--- config.mk ---
export PLATFORM = sky130hd
export DESIGN_NAME = ice_bus
export DESIGN_NICKNAME = d
export VERILOG_FILES = /design/src/hw/ice_pkg.sv /design/src/hw/ice_bus_controller.sv /design/src/hw/register_node.sv /design/src/hw/response_arbiter.sv /design/src/hw/ice_bus.sv
export SDC_FILE = /design/constraint.sdc
export NUM_CORES = 1
export LEC_CHECK = 0
export ABC_AREA = 1
export BUFFER_PORTS_ARGS = -buffer_cell sky130_fd_sc_hd__buf_4
export CAP_MARGIN = 0
export CORE_ASPECT_RATIO = 0.75
export CORE_UTILIZATION = 57
export DETAILED_ROUTE_END_ITERATION = 6
export PLACE_DENSITY_LB_ADDON = 0.05
export SYNTH_ARGS = -nofsm -noshare
export SYNTH_HDL_FRONTEND = slang
export SYNTH_SLANG_ARGS = --single-unit
export TNS_END_PERCENT = 100
--- constraint.sdc ---
create_clock -name clk -period 2.61 [get_ports clk]
set_input_delay 0.522 -clock clk [delete_from_list [all_inputs] [get_ports clk]]
set_output_delay 0.522 -clock clk [all_outputs]
set_load 0.05 [all_outputs]
--- src/hw/ice_pkg.sv ---
package ice_pkg;

	// One host or bus character
	typedef logic [7:0] char_t;

	// Reply character toward the arbiter
	// Bit 8 flags the tail of a reply
	typedef logic [8:0] tagged_char_t;

	// Register nodes on the shared bus
	localparam int num_nodes = 4;
	typedef logic [num_nodes-1:0] node_sel_t;
	typedef logic [$clog2(num_nodes)-1:0] node_idx_t;

	// Registers per node
	localparam int num_regs = 4;
	typedef logic [$clog2(num_regs)-1:0] reg_idx_t;

	// Longest node reply is evt, len, ack, value
	localparam int reply_len = 4;
	typedef logic [$clog2(reply_len)-1:0] reply_ptr_t;

	// Command opcodes
	localparam char_t op_write = 8'h57;
	localparam char_t op_read = 8'h52;

	// Reply status bytes
	localparam char_t status_ack = 8'h41;
	localparam char_t status_nak = 8'h4E;

	// Address byte of a controller NAK frame
	localparam char_t nak_addr = 8'hFF;

	// Host frame parser
	typedef enum logic [2:0] {
		ctrl_addr,
		ctrl_evt,
		ctrl_len,
		ctrl_payload,
		ctrl_skip
	} ctrl_state_t;

	// Node command and reply sequencing
	typedef enum logic [1:0] {node_idle, node_collect, node_reply} node_state_t;

	// Reply arbiter
	typedef enum logic [1:0] {arb_idle, arb_prefix, arb_stream, arb_nak} arb_state_t;

endpackage

--- src/hw/ice_bus_controller.sv ---
module ice_bus_controller import ice_pkg::*; (
	input logic clk,
	input logic reset,

	// Host character stream
	input char_t rx_char,
	input logic rx_char_valid,

	// Master bus toward all nodes
	output char_t ma_addr,
	output char_t ma_evt,
	output char_t ma_len,
	output char_t ma_data,
	output logic ma_data_valid,
	output logic ma_frame_valid,

	// Immediate NAK toward the arbiter
	output logic generate_nak,
	output char_t nak_evt
);

ctrl_state_t state;

// Payload bytes still expected in this frame
char_t remaining;

// Set with the last broadcast byte
// Frame valid drops on the following edge
logic frame_last;

// Address matches one of the nodes
logic addr_known;

assign addr_known = ma_addr < char_t'(num_nodes);

always_ff @(posedge clk) begin
	if (reset) begin
		state <= ctrl_addr;
		remaining <= '0;
		frame_last <= 1'b0;
		ma_frame_valid <= 1'b0;
		ma_data_valid <= 1'b0;
		generate_nak <= 1'b0;
	end else begin
		// Strobes last one cycle
		ma_data_valid <= 1'b0;
		generate_nak <= 1'b0;

		// Close out the frame after its final byte
		if (frame_last) begin
			ma_frame_valid <= 1'b0;
			frame_last <= 1'b0;
		end

		if (rx_char_valid) begin
			case (state)
				ctrl_addr: state <= ctrl_evt;
				ctrl_evt: state <= ctrl_len;
				ctrl_len: begin
					remaining <= rx_char;
					if (addr_known) begin
						ma_frame_valid <= 1'b1;
						// Empty frame is valid for a single cycle
						if (rx_char == '0) begin
							frame_last <= 1'b1;
							state <= ctrl_addr;
						end else begin
							state <= ctrl_payload;
						end
					end else begin
						// Nobody owns this address
						generate_nak <= 1'b1;
						state <= (rx_char == '0) ? ctrl_addr : ctrl_skip;
					end
				end
				ctrl_payload: begin
					ma_data_valid <= 1'b1;
					remaining <= remaining - 8'd1;
					if (remaining == 8'd1) begin
						frame_last <= 1'b1;
						state <= ctrl_addr;
					end
				end
				ctrl_skip: begin
					// Swallow payload of an unknown address
					remaining <= remaining - 8'd1;
					if (remaining == 8'd1)
						state <= ctrl_addr;
				end
				default: state <= ctrl_addr;
			endcase
		end
	end
end

// Header and data capture
// Header bytes stay put until the next frame overwrites them
always_ff @(posedge clk) begin
	if (rx_char_valid) begin
		case (state)
			ctrl_addr: ma_addr <= rx_char;
			ctrl_evt: ma_evt <= rx_char;
			ctrl_len: begin
				ma_len <= rx_char;
				// Event id travels with the NAK pulse
				nak_evt <= ma_evt;
			end
			ctrl_payload: ma_data <= rx_char;
			default: begin
			end
		endcase
	end
end

endmodule

--- src/hw/register_node.sv ---
module register_node import ice_pkg::*; #(
	parameter int node_id = 0
) (
	input logic clk,
	input logic reset,

	// Master bus
	input char_t ma_addr,
	input char_t ma_evt,
	input char_t ma_len,
	input char_t ma_data,
	input logic ma_data_valid,
	input logic ma_frame_valid,

	// Reply handshake with the arbiter
	input logic sl_grant,
	input logic sl_next,
	output logic sl_request,
	output tagged_char_t sl_data
);

node_state_t state;

// Previous frame valid for edge detect
logic frame_valid_q;

// Payload byte position, stops at 3
logic [1:0] byte_cnt;

// Captured frame fields
char_t evt_q;
char_t len_q;
char_t op_q;
char_t idx_q;
char_t wdata_q;

// Register file
char_t regs [num_regs];

// Reply buffer and read pointer
char_t rbuf [reply_len];
reply_ptr_t rptr;
reply_ptr_t rlast;

logic frame_start;
logic frame_done;
logic take;
logic is_write;
logic is_read;
logic cmd_ok;
reg_idx_t reg_sel;

// Only a fresh frame starts a command
// A frame already in flight when the node frees up is ignored
assign frame_start = (state == node_idle) && ma_frame_valid && !frame_valid_q &&
	(ma_addr == char_t'(node_id));
assign frame_done = (state == node_collect) && !ma_frame_valid;
assign take = (state == node_reply) && sl_grant && sl_next;

// Command checks
assign is_write = (op_q == op_write);
assign is_read = (op_q == op_read);
assign cmd_ok = ((is_write && len_q == 8'd3) || (is_read && len_q == 8'd2)) &&
	(idx_q < char_t'(num_regs));
assign reg_sel = reg_idx_t'(idx_q);

// Current reply character, tail when the pointer hits the end
assign sl_data = {rptr == rlast, rbuf[rptr]};

always_ff @(posedge clk) begin
	if (reset) begin
		state <= node_idle;
		frame_valid_q <= 1'b0;
		byte_cnt <= '0;
		rptr <= '0;
		sl_request <= 1'b0;
		for (int k = 0; k < num_regs; k++)
			regs[k] <= '0;
	end else begin
		frame_valid_q <= ma_frame_valid;
		case (state)
			node_idle: begin
				if (frame_start) begin
					byte_cnt <= '0;
					state <= node_collect;
				end
			end
			node_collect: begin
				if (ma_data_valid && byte_cnt != 2'd3)
					byte_cnt <= byte_cnt + 2'd1;
				if (frame_done) begin
					// Commit the write, then raise the request
					if (cmd_ok && is_write)
						regs[reg_sel] <= wdata_q;
					rptr <= '0;
					sl_request <= 1'b1;
					state <= node_reply;
				end
			end
			node_reply: begin
				// Stall here until the arbiter takes each character
				if (take) begin
					if (rptr == rlast) begin
						sl_request <= 1'b0;
						state <= node_idle;
					end else begin
						rptr <= rptr + reply_ptr_t'(1);
					end
				end
			end
			default: state <= node_idle;
		endcase
	end
end

// Frame fields and reply assembly
always_ff @(posedge clk) begin
	if (frame_start) begin
		evt_q <= ma_evt;
		len_q <= ma_len;
	end
	// Opcode, index, data in arrival order
	if (state == node_collect && ma_data_valid) begin
		case (byte_cnt)
			2'd0: op_q <= ma_data;
			2'd1: idx_q <= ma_data;
			2'd2: wdata_q <= ma_data;
			default: begin
			end
		endcase
	end
	if (frame_done) begin
		rbuf[0] <= evt_q;
		rbuf[2] <= status_ack;
		rbuf[3] <= regs[reg_sel];
		if (!cmd_ok) begin
			rbuf[1] <= 8'd1;
			rbuf[2] <= status_nak;
			rlast <= reply_ptr_t'(2);
		end else if (is_read) begin
			// Ack plus register value
			rbuf[1] <= 8'd2;
			rlast <= reply_ptr_t'(3);
		end else begin
			rbuf[1] <= 8'd1;
			rlast <= reply_ptr_t'(2);
		end
	end
end

endmodule

--- src/hw/response_arbiter.sv ---
module response_arbiter import ice_pkg::*; (
	input logic clk,
	input logic reset,

	// Node replies
	input node_sel_t sl_request,
	input tagged_char_t sl_data [num_nodes],
	output node_sel_t sl_grant,
	output node_sel_t sl_next,

	// Controller NAK
	input logic generate_nak,
	input char_t nak_evt,

	// Transmitter
	input logic tx_char_ready,
	output char_t tx_char,
	output logic tx_char_valid
);

arb_state_t state;

// Granted node and the one served before it
node_idx_t grant_idx;
node_idx_t last_idx;

// Round robin search result
node_idx_t rr_pick;
node_idx_t cand;
logic rr_found;

// Single pending NAK slot
logic nak_pending;
char_t nak_evt_q;
logic [1:0] nak_pos;

tagged_char_t cur_char;

assign cur_char = sl_data[grant_idx];

// Every non idle state has a character ready, so ready alone paces it
assign tx_char_valid = (state != arb_idle) && tx_char_ready;
assign sl_next = (state == arb_stream && tx_char_ready) ? sl_grant : '0;

// Search starts just past the last grant
always_comb begin
	rr_pick = last_idx;
	rr_found = 1'b0;
	cand = last_idx;
	for (int k = 1; k <= num_nodes; k++) begin
		cand = node_idx_t'((int'(last_idx) + k) % num_nodes);
		if (!rr_found && sl_request[cand]) begin
			rr_pick = cand;
			rr_found = 1'b1;
		end
	end
end

// Outgoing character per state
always_comb begin
	tx_char = '0;
	case (state)
		arb_prefix: tx_char = char_t'(grant_idx);
		arb_stream: tx_char = cur_char[7:0];
		arb_nak: begin
			case (nak_pos)
				2'd0: tx_char = nak_addr;
				2'd1: tx_char = nak_evt_q;
				default: tx_char = 8'h00;
			endcase
		end
		default: tx_char = '0;
	endcase
end

always_ff @(posedge clk) begin
	if (reset) begin
		state <= arb_idle;
		sl_grant <= '0;
		grant_idx <= '0;
		last_idx <= node_idx_t'(num_nodes - 1);
		nak_pending <= 1'b0;
		nak_pos <= '0;
	end else begin
		case (state)
			arb_idle: begin
				// NAK goes out ahead of any node
				if (nak_pending) begin
					nak_pos <= '0;
					state <= arb_nak;
				end else if (rr_found) begin
					grant_idx <= rr_pick;
					sl_grant <= node_sel_t'(1) << rr_pick;
					state <= arb_prefix;
				end
			end
			arb_prefix: begin
				if (tx_char_ready)
					state <= arb_stream;
			end
			arb_stream: begin
				// Grant held until the tail is taken
				if (tx_char_ready && cur_char[8]) begin
					sl_grant <= '0;
					last_idx <= grant_idx;
					state <= arb_idle;
				end
			end
			arb_nak: begin
				if (tx_char_ready) begin
					if (nak_pos == 2'd2) begin
						nak_pending <= 1'b0;
						state <= arb_idle;
					end else begin
						nak_pos <= nak_pos + 2'd1;
					end
				end
			end
			default: state <= arb_idle;
		endcase
		// New request wins over the clear
		if (generate_nak)
			nak_pending <= 1'b1;
	end
end

// A second NAK before the first drains overwrites the event id
always_ff @(posedge clk) begin
	if (generate_nak)
		nak_evt_q <= nak_evt;
end

endmodule

--- src/hw/ice_bus.sv ---
module ice_bus import ice_pkg::*; (
	input logic clk,
	input logic reset,

	// Host side
	input char_t rx_char,
	input logic rx_char_valid,
	input logic tx_char_ready,
	output char_t tx_char,
	output logic tx_char_valid
);

// Master bus
char_t ma_addr;
char_t ma_evt;
char_t ma_len;
char_t ma_data;
logic ma_data_valid;
logic ma_frame_valid;

// Unknown address path
logic generate_nak;
char_t nak_evt;

// Reply bus, one slice per node
wire node_sel_t sl_request;
wire tagged_char_t sl_data [num_nodes];
node_sel_t sl_grant;
node_sel_t sl_next;

// Host frame parser
ice_bus_controller u_ctrl (
	.clk(clk),
	.reset(reset),
	.rx_char(rx_char),
	.rx_char_valid(rx_char_valid),
	.ma_addr(ma_addr),
	.ma_evt(ma_evt),
	.ma_len(ma_len),
	.ma_data(ma_data),
	.ma_data_valid(ma_data_valid),
	.ma_frame_valid(ma_frame_valid),
	.generate_nak(generate_nak),
	.nak_evt(nak_evt)
);

// Node address equals its slot
for (genvar i = 0; i < num_nodes; i++) begin : g_node
	register_node #(.node_id(i)) u_node (
		.clk(clk),
		.reset(reset),
		.ma_addr(ma_addr),
		.ma_evt(ma_evt),
		.ma_len(ma_len),
		.ma_data(ma_data),
		.ma_data_valid(ma_data_valid),
		.ma_frame_valid(ma_frame_valid),
		.sl_grant(sl_grant[i]),
		.sl_next(sl_next[i]),
		.sl_request(sl_request[i]),
		.sl_data(sl_data[i])
	);
end

// Drains replies and NAKs to the transmitter
response_arbiter u_arb (
	.clk(clk),
	.reset(reset),
	.sl_request(sl_request),
	.sl_data(sl_data),
	.sl_grant(sl_grant),
	.sl_next(sl_next),
	.generate_nak(generate_nak),
	.nak_evt(nak_evt),
	.tx_char_ready(tx_char_ready),
	.tx_char(tx_char),
	.tx_char_valid(tx_char_valid)
);

endmodule

; Yosys cells after proc, flatten, opt, wreduce, memory -nomap -nowiden
; Memory sizes are Yosys's and may differ from the RTL's. A register that Yosys moved wholly into a read port is not among the register bits.
; Cells that the tools add are included.
[totals]
reg_bits = 273
mem_bits_rw = 256
in_bits = 12
word_cells = 568
n_memories = 8
[classes]
addsub = 14
order_cmp = 10
n_eq_ne = 87
n_shift = 1
n_mux = 235
bitwise = 16
reduce_logical = 138
[mem_list]
columns = memory, words, width, read_ports, rd_ports_with_merged_regs, write_ports, line_no
row1 = g_node[0].u_node.rbuf, 4, 8, 1, 1, 4, register_node.sv:41  ; char_t rbuf [reply_len];
row2 = g_node[0].u_node.regs, 4, 8, 1, 1, 4, register_node.sv:38  ; char_t regs [num_regs];
row3 = g_node[1].u_node.rbuf, 4, 8, 1, 1, 4, register_node.sv:41
row4 = g_node[1].u_node.regs, 4, 8, 1, 1, 4, register_node.sv:38
row5 = g_node[2].u_node.rbuf, 4, 8, 1, 1, 4, register_node.sv:41
row6 = g_node[2].u_node.regs, 4, 8, 1, 1, 4, register_node.sv:38
row7 = 2 more memories, -, -, -, -, -, -
[ops]
columns = operator, n
row1 = $mux 2, 66
row2 = $mux 8, 16
row3 = $mux 1, 115
row4 = $eq 8x2->1 const B, 10
row5 = $eq 8x7->1 const B, 8
row6 = $reduce_and 4->1, 14
row7 = $logic_and 1x1->1, 54
row8 = $lt 8x3->1 const B, 5
row9 = $ne 2x1->1 const B, 20
row10 = $reduce_and 2->1, 19
row11 = $pmux 2 s2, 9
row12 = $ne 2x2->1 const B, 17
row13 = $pmux 8 s2, 2
row14 = $reduce_or 8->1, 4
row15 = $reduce_bool 2->1, 15
row16 = $pmux 2 s3, 4
row17 = $pmux 8 s3, 1
row18 = $add 2x1->2 const B, 11
row19 = $eq 2x2->1 const B, 11
row20 = $eq 2x1->1 const B, 10
row21 = $logic_not 2->1, 10
row22 = $bmux 9 s2, 1
row23 = $mux 9, 2
row24 = $reduce_and 3->1, 6
row25 = 28 further kinds, 71

; Longest topological paths before layout
; Gate-level depths: netlist of the first run.
[depth]
word_depth = 17
depth_mapped = 14
depth_no_buf = 13

; Hierarchy
; A second synthesis of the first run with hierarchy kept.
[unflattened]
hier_cells = 1829
area_unflattened_um2 = 20764.9
[by_module_without_submodules]
columns = mod, instances, cells_per_inst, area_each_um2, seq_area_each_um2
row1 = register_node at g_node[2].u_node, 1, 350, 4274.1, 2992.9
row2 = register_node at g_node[3].u_node, 1, 350, 4272.8, 2992.9
row3 = register_node at g_node[0].u_node, 1, 349, 4270.3, 2992.9
row4 = register_node at g_node[1].u_node, 1, 352, 4200.3, 2992.9
row5 = ice_bus_controller, 1, 197, 2177.1, 1501.4
row6 = response_arbiter, 1, 231, 1570.3, 500.5

; Least setup slack after synthesis of the first run
; OpenSTA, ideal clock, no wires.
[synth_path]
kind = flip-flop to flip-flop
start = reg u_ctrl.ma_addr[2]
end = reg g_node[2].u_node.evt_q[0] (enable)
setup_ps = 409
arrival_time_ps = 2126
required_time_ps = 2201
setup_slack_ps = 75
path_stages_with_launch = 6
n_path_buf = 0
synth_period_minus_slack_ps = 2535
path_cell_list = edfxtp_1 -> nor2_1 -> nand3_1 -> nor3_2 -> nand3_1 -> nor3_1
[synth_between]
elab_chain_len = 2
[synth_lines]
columns = element, line_no
row1 = "start, declared", ice_bus_controller.sv:10  ; output char_t ma_addr,
row2 = "start signal, assigned", ice_bus_controller.sv:101  ; ctrl_addr: ma_addr <= rx_char;
row3 = $eq 8x2->1, register_node.sv:56  ; (ma_addr == char_t'(node_id));
row4 = $logic_and 1x1->1, register_node.sv:55  ; assign frame_start = (state == node_idle) && ma_frame_valid && !frame_valid_q &&
row5 = via g_node[2].u_node.frame_start, register_node.sv:45  ; logic frame_start;
row6 = "end signal, assigned", register_node.sv:119  ; evt_q <= ma_evt;
row7 = "end, declared", register_node.sv:31  ; char_t evt_q;
; The timed path passes the listed nets, and every way through them passes these cells.
; A chain may end at the register's enable or synchronous reset.

; Worst setup path after layout of the first run
[layout_path]
start = reg u_arb.grant_idx[0]
end = out tx_char[4]
[layout_between]
elab_chain_len = 5
[layout_lines]
columns = element, line_no
row1 = "start, declared", response_arbiter.sv:24  ; node_idx_t grant_idx;
row2 = "start signal, assigned", response_arbiter.sv:92  ; grant_idx <= rr_pick;
row3 = $not 2->3 (implied by the code), response_arbiter.sv:39  ; assign cur_char = sl_data[grant_idx];
row4 = $bmux 9 s2, response_arbiter.sv:39
row5 = $mux 9 (implied by the code) (2 in a row), response_arbiter.sv:39
row6 = $pmux 8 s3, response_arbiter.sv:62  ; case (state)
row7 = "end, declared", ice_bus.sv:9  ; output char_t tx_char,
; No other way between the ends. The select of a mux whose other input is x is not followed.

==> results of run 1 <==
-- worst reg2reg max path, delay by kind of cell (launching register included) --
kind	cells	cell delay [ns]
and+or+nand+nor	7	1.46
DFF	1	0.37
-- registers in the layout, indices dropped and copies added, names as in the netlist, 32 cells and up, named ones only --
name and count:
g_node.u_node.regs 128, g_node.u_node.rbuf 80, g_node.u_node.evt_q 32, g_node.u_node.idx_q 32, g_node.u_node.len_q 32, g_node.u_node.op_q 32
g_node.u_node.wdata_q 32
-- metal layers --
metal  vias to the layer above  GRT usage (%)  wire length (microns)
li1                       6066              -                      -
met1                      6161           41.8                  21800
met2                       487           37.3                  19200
met3                        72           4.89                   4110
met4                         2           7.15                    935
met5                         -              0                     13
-- power by group --
part | switching [mW] | total, mW | internal (mW)
clock network | 2.86 | 6.96 | 4.10
registers | 0.0854 | 8.65 | 8.57
logic | 0.521 | 0.739 | 0.218
total | 3.46 | 16.4 | 12.9
-- cell type report --
type                            count  share of cell area (%)
Inverter                          207                    3.51
Tap cell                          450                    2.49
Antenna cell                        1                  0.0111
Timing Repair Buffer               60                    2.21
Clock inverter                     22                    1.18
Clock buffer                       63                    5.79
Multi-Input combinational cell    975                    23.1
Sequential cell                   493                    61.7
-- synth_stat cells, drive strengths merged, types with 6 or more instances --
| library cell | instances | share of area [%] |
|---|---|---|
| a21oi | 45 | 1.2 |
| a221oi | 12 | 0.53 |
| buf | 9 | 0.43 |
| clkbuf | 19 | 0.36 |
| dfxtp | 89 | 8.9 |
| edfxtp | 404 | 61 |
| ha | 21 | 1.3 |
| inv | 207 | 4.0 |
| nand2 | 219 | 4.4 |
| nand3 | 80 | 2.8 |
| nand4 | 14 | 0.44 |
| nor2 | 307 | 6.7 |
| nor3 | 28 | 0.89 |
| o211ai | 10 | 0.38 |
| o21ai | 154 | 3.9 |
| o22ai | 34 | 1.1 |
| o31ai | 6 | 0.23 |
| or2 | 9 | 0.28 |
-- through the flow --
stage	setup TNS, ns	cells	util, %	hold WS, ns	setup WS (ns)
finish	0	2271	66.5	0.189	0.0487
global route	0	2270	66.4	0.183	0.00466
CTS	-0.00828	2270	66.2	0.176	-0.00828
detailed placement	0	2184	61.3	0.405	0.433
global placement	0	2184	61.3	0.393	0.473
floorplan	0	1703	-	0.388	0.0751
-- final timing paths --
| kind | depth (start not counted) | startpoint | endpoint |
|---|---|---|---|
| hold / removal | 1 | rx_char[2] | u_ctrl.ma_data[2] |
| setup / recovery | 7 | u_arb.grant_idx[0] | tx_char[4] |
| setup reg to reg | 7 | g_node[0].u_node.len_q[6] | g_node[0].u_node.regs[1][2] |
| hold reg to reg | 1 | u_ctrl.frame_last | u_ctrl.ma_frame_valid |
-- cells in the final DEF, fill, tap and decap left out, types with 5 or more instances in the layout --
master	instances
edfxtp_1	404
nor2_1	276
nand2_1	204
inv_1	183
o21ai_0	134
dfxtp_1	81
nand3_1	63
buf_4	54
clkbuf_16	47
a21oi_1	40
o22ai_1	34
nor3_1	21
ha_1	21
inv_2	18
nor2_2	17
o21ai_1	16
nand4_1	14
nand3_4	11
nand2_2	11
o211ai_1	10
clkbuf_1	9
nor2_8	7
nor2_4	7
clkbuf_8	7
clkinv_2	7
nand3_2	6
o31ai_1	6
or2_2	6
bufinv_16	6
a21oi_2	5
o221ai_1	5
a221oi_1	5
a221oi_2	5
nor4_1	5
inv_4	5
nor3_2	5
dfxtp_2	5
clkinv_1	5
-- kinds of logic after synthesis --
kind of cell | count (synthesis)
and+or+nand+nor | 668
DFF | 493
AOI/OAI and AO/OA | 284
buffers and inverters | 235
adders and majority gates | 21
xor gates and xnor gates | 2
-- timing repair --
item | 4_1_cts | 5_1_grt
pin swaps | 0 | 4
resized for setup | 16 | 35
endpoints found under the setup margin | 8 | 8
buffers inserted | 1 | 0
==> results.sh, run 1 <==
export IMPL_hold_viol_final=0
export IMPL_reg2reg_slack_ns=0.44
export IMPL_timing_worst_slew_pin_value_ns=0.927
export IMPL_yosysSeqAreaShare_pct=69.7
export IMPL_crit_slowest_cell="dfxtp_2"
export IMPL_place_area_sq_um=20800
export IMPL_ios=21
export IMPL_numPortBuffers=20
export IMPL_cp_required_ns=2.09
export IMPL_synth_fa_ha_area_share_pct=1.32
export IMPL_synth_nets=1736
export IMPL_fin_area_sq_um=22600
export IMPL_drt_iter0_drc=1540
export IMPL_grt_pass1_wl_microns=69600
export IMPL_die_h_microns=164
export IMPL_period_needed_ns=2.56
export IMPL_skew_ns=0.0219
export IMPL_holdCritPathClass="in -> reg"
export IMPL_synth_cell_types=48
export IMPL_grt_max_degree=40
export IMPL_grt_usage_pct=26.4
export IMPL_ant_nets=0
export IMPL_hpwl_microns=31400
export IMPL_total_power_mw=16.4
export IMPL_max_stage_delay_ns=0.37
export IMPL_fillers=2570
export IMPL_postSynth_asyncResetShare_pct=0
export IMPL_synth_edf_count=404
export IMPL_cts_buffers=46
export IMPL_grt_pass1_vias=11800
export IMPL_setup_violations=0
export IMPL_leakage_nw=8.53
export IMPL_clock_sinks=493
export IMPL_synth_cells=1703
export IMPL_rsz0062_at_grt="false"
export IMPL_outcome="completed"
export IMPL_coreArea_sq_um=34000
export IMPL_period_share_pct=98.1
export IMPL_area_growth_pct=13.1
export IMPL_powerDensity_nw_per_um2=724
export IMPL_wl_microns=46100
export IMPL_nets=1816
export IMPL_synth_compound_area_share_pct=8.24
export IMPL_path_max_fanout=16
export IMPL_place_congestion=0.904
export IMPL_ys_seq_elements=493
export IMPL_cts_tree="done"
export IMPL_vias=12800
export IMPL_vdd_ir_drop_max_uv=560
export IMPL_wl_per_cell_microns=20.3
export IMPL_drtPass1Iterations=5
export IMPL_critPathLaunchType="flip-flop"
export IMPL_yosysWarnings=0
export IMPL_die_area_sq_um=35800
export IMPL_synth_simple_gate_area_share_pct=15.9
export IMPL_critPathTopFamily="buffers and inverters"
export IMPL_drive_above_1_share_pct=14.1
export IMPL_worstPathBufferInverterCount=3
export IMPL_arrival_ns=2.04
export IMPL_fp_dieW_microns=218
export IMPL_netlist_area_sq_um=20000
export IMPL_clk_pin_slew_ns=0.07
export IMPL_worstSetupEndpointType="primary output"
export IMPL_register_area_sq_um=13900
export IMPL_synth_top_flop_cell="edfxtp_1"
export IMPL_synth_top_family_by_area="simple AND/OR/NAND/NOR gates"
export IMPL_muxShareOfSynthArea_pct=0
export IMPL_num_rows=58
export IMPL_crit_chain="clkinvlp_4 > buf_12 > a221oi_2 > o21ai_0 > nand3_1 > nand2_1 > buf_4"
export IMPL_max_freq_mhz=390
export IMPL_relSlewSlack_pct=38.2
export IMPL_syn_area_per_cell_sq_um=11.7
export IMPL_via_per_inst=5.63
export IMPL_clock_path_buffers=3
export IMPL_crit_type="reg -> out"
export IMPL_antenna_found_initial=3
export IMPL_grt_overflow_total=0
export IMPL_cts_root_buf="clkbuf_16"
export IMPL_drv_slew=0
export IMPL_synthXorXnorAreaFrac_pct=0.0877
export IMPL_cts_htree_levels=2
export IMPL_drc_errors=0
export IMPL_cts_hold_buf=0
export IMPL_multiInputGateArea_sq_um=5210
export IMPL_worstSkewPairLatency_ns=0.57
export IMPL_start_util_pct=58.8
export IMPL_maxCapViolCount=0
Note: power is estimated with default switching activity, not from simulation.
==> run 2, diff against run 1 <==
- CORE_UTILIZATION: 57 -> 35
==> results.sh, run 2 (same netlist as run 1, synthesis figures left out) <==
export IMPL_start_util_pct=35.6
export IMPL_drc_errors=0
export IMPL_crit_chain="nand2_4 > inv_4 > a22o_1 > o211ai_1 > nand2_1 > nand2_1 > nand2_1 > buf_6"
export IMPL_cp_required_ns=2.09
export IMPL_max_stage_delay_ns=0.37
export IMPL_final_common_cell="edfxtp_1"
export IMPL_via_per_inst=4.90
export IMPL_fin_cells=2576
export IMPL_fillers=5316
export IMPL_numPortBuffers=20
export IMPL_grt_usage_pct=18.5
export IMPL_coreArea_sq_um=56100
export IMPL_path_max_fanout=6
export IMPL_nets=1833
export IMPL_critPathTopFamily="compound AO/OA/AOI/OAI gates"
export IMPL_grt_pass1_vias=11900
export IMPL_skew_ns=0.0103
export IMPL_largest_registers="g_node.u_node.regs: 128 flops, g_node.u_node.rbuf: 80 flops"
export IMPL_drv_slew=0
export IMPL_vdd_ir_drop_max_uv=491
export IMPL_outcome="completed"
export IMPL_crit_type="reg -> out"
export IMPL_clock_path_buffers=3
export IMPL_critPathLaunchType="flip-flop"
export IMPL_powerDensity_nw_per_um2=732
export IMPL_clock_sinks=493
export IMPL_drive_above_1_share_pct=15.4
export IMPL_grt_overflow_total=0
export IMPL_crit_slowest_cell="dfxtp_4"
export IMPL_arrival_ns=2.05
export IMPL_grt_max_degree=23
export IMPL_cts_tree="done"
export IMPL_ios=21
export IMPL_area_growth_pct=16.3
export IMPL_hpwl_microns=37400
export IMPL_timing_worst_slew_pin_value_ns=0.900
export IMPL_die_area_sq_um=58000
export IMPL_fp_dieW_microns=278
export IMPL_wl_per_cell_microns=20.7
export IMPL_whs_ns=0.180
export IMPL_hold_viol_final=0
export IMPL_antenna_found_initial=1
export IMPL_drtPass1Iterations=5
export IMPL_cts_buffers=52
export IMPL_setup_tns_ns=0
export IMPL_place_area_sq_um=21300
export IMPL_top_register="g_node.u_node.regs"
export IMPL_cts_hold_buf=0
export IMPL_maxCapViolCount=0
export IMPL_worstSetupEndpointType="primary output"
export IMPL_setup_slack_ns=0.0368
export IMPL_ant_nets=0
export IMPL_leakage_nw=8.70
export IMPL_fin_area_sq_um=23200
export IMPL_grt_pass1_wl_microns=78800
export IMPL_wl_microns=53400
export IMPL_largest_reg_flops=128
export IMPL_cts_htree_levels=2
export IMPL_pre_cts_ws_ns=0.346
export IMPL_final_cell_mix="404 x edfxtp_1, 275 x nor2_1, 202 x nand2_1"
export IMPL_worstPathBufferInverterCount=2
export IMPL_cts_root_buf="clkbuf_16"
export IMPL_period_share_pct=98.6
export IMPL_worstSkewPairLatency_ns=0.59
export IMPL_clk_pin_slew_ns=0.06
export IMPL_rsz0062_at_grt="true"
export IMPL_place_congestion=0.807
export IMPL_die_h_microns=209
export IMPL_period_needed_ns=2.57
export IMPL_num_rows=75
export IMPL_holdCritPathClass="in -> reg"
export IMPL_setup_violations=0
export IMPL_worst_path_most_repeated_cell="nand2_1"
export IMPL_drt_iter0_drc=1060
export IMPL_final_util_pct=41.4
export IMPL_relSlewSlack_pct=40.0
export IMPL_place_inst=2475
export IMPL_max_freq_mhz=389
export IMPL_total_power_mw=17.0
export IMPL_vias=12600
## run 2: what timing repair did
action | in CTS | in global routing
resized for setup | 28 | 40
endpoints found under the setup margin | 8 | 8
pin swaps | 4 | 12
buffers inserted | 2 | 0
## run 2: worst reg2reg max path, cell delays in order (launching register included)
cell and delay (ns):
edfxtp_1 0.36, nor4_1 0.28, nand2_1 0.08, nor2_1 0.22, nand3_2 0.27, nor2_8 0.23, nand3_4 0.14, nand2_1 0.31
## run 2: path summary, 6_finish.rpt
| path | startpoint | end | slack, ns | cells after the start |
|---|---|---|---|---|
| hold reg to reg | u_ctrl.frame_last | u_ctrl.ma_frame_valid | 0.41 | 1 |
| setup reg to reg | g_node[2].u_node.len_q[6] | g_node[2].u_node.regs[2][7] | 0.39 | 7 |
| setup / recovery | flip-flop | tx_char[2] | 0.04 | 8 |
| hold / removal | rx_char[6] | u_ctrl.ma_data[6] | 0.18 | 1 |
## run 2: per-layer routing
metal | wire length (microns) | global-route usage, % | part of all wire [%] | vias up
met3 | 2930 | 2.99 | 5.5 | 64
met2 | 21500 | 25.1 | 40 | 304
met5 | 0 | 0 | 0 | -
met4 | 1060 | 4.97 | 2.0 | 0
li1 | - | - | - | 6120
met1 | 27900 | 29.8 | 52 | 6141
## run 2: area by class of cell
type	count	area [sq um]	area share, %
Multi-Input combinational cell	975	5230	22.5
Inverter	207	798	3.44
Sequential cell	493	13900	60.1
Timing Repair Buffer	71	586	2.52
Clock inverter	18	248	1.07
Clock buffer	78	1490	6.42
Antenna cell	3	7.51	0.0323
Tap cell	731	915	3.94
## run 2: where the power goes
group / internal, mW / total (mW) / switching (mW)
sequential: 8.57 / 8.65 / 0.0813
clock: 4.53 / 7.57 / 3.04
combinational: 0.223 / 0.759 / 0.535
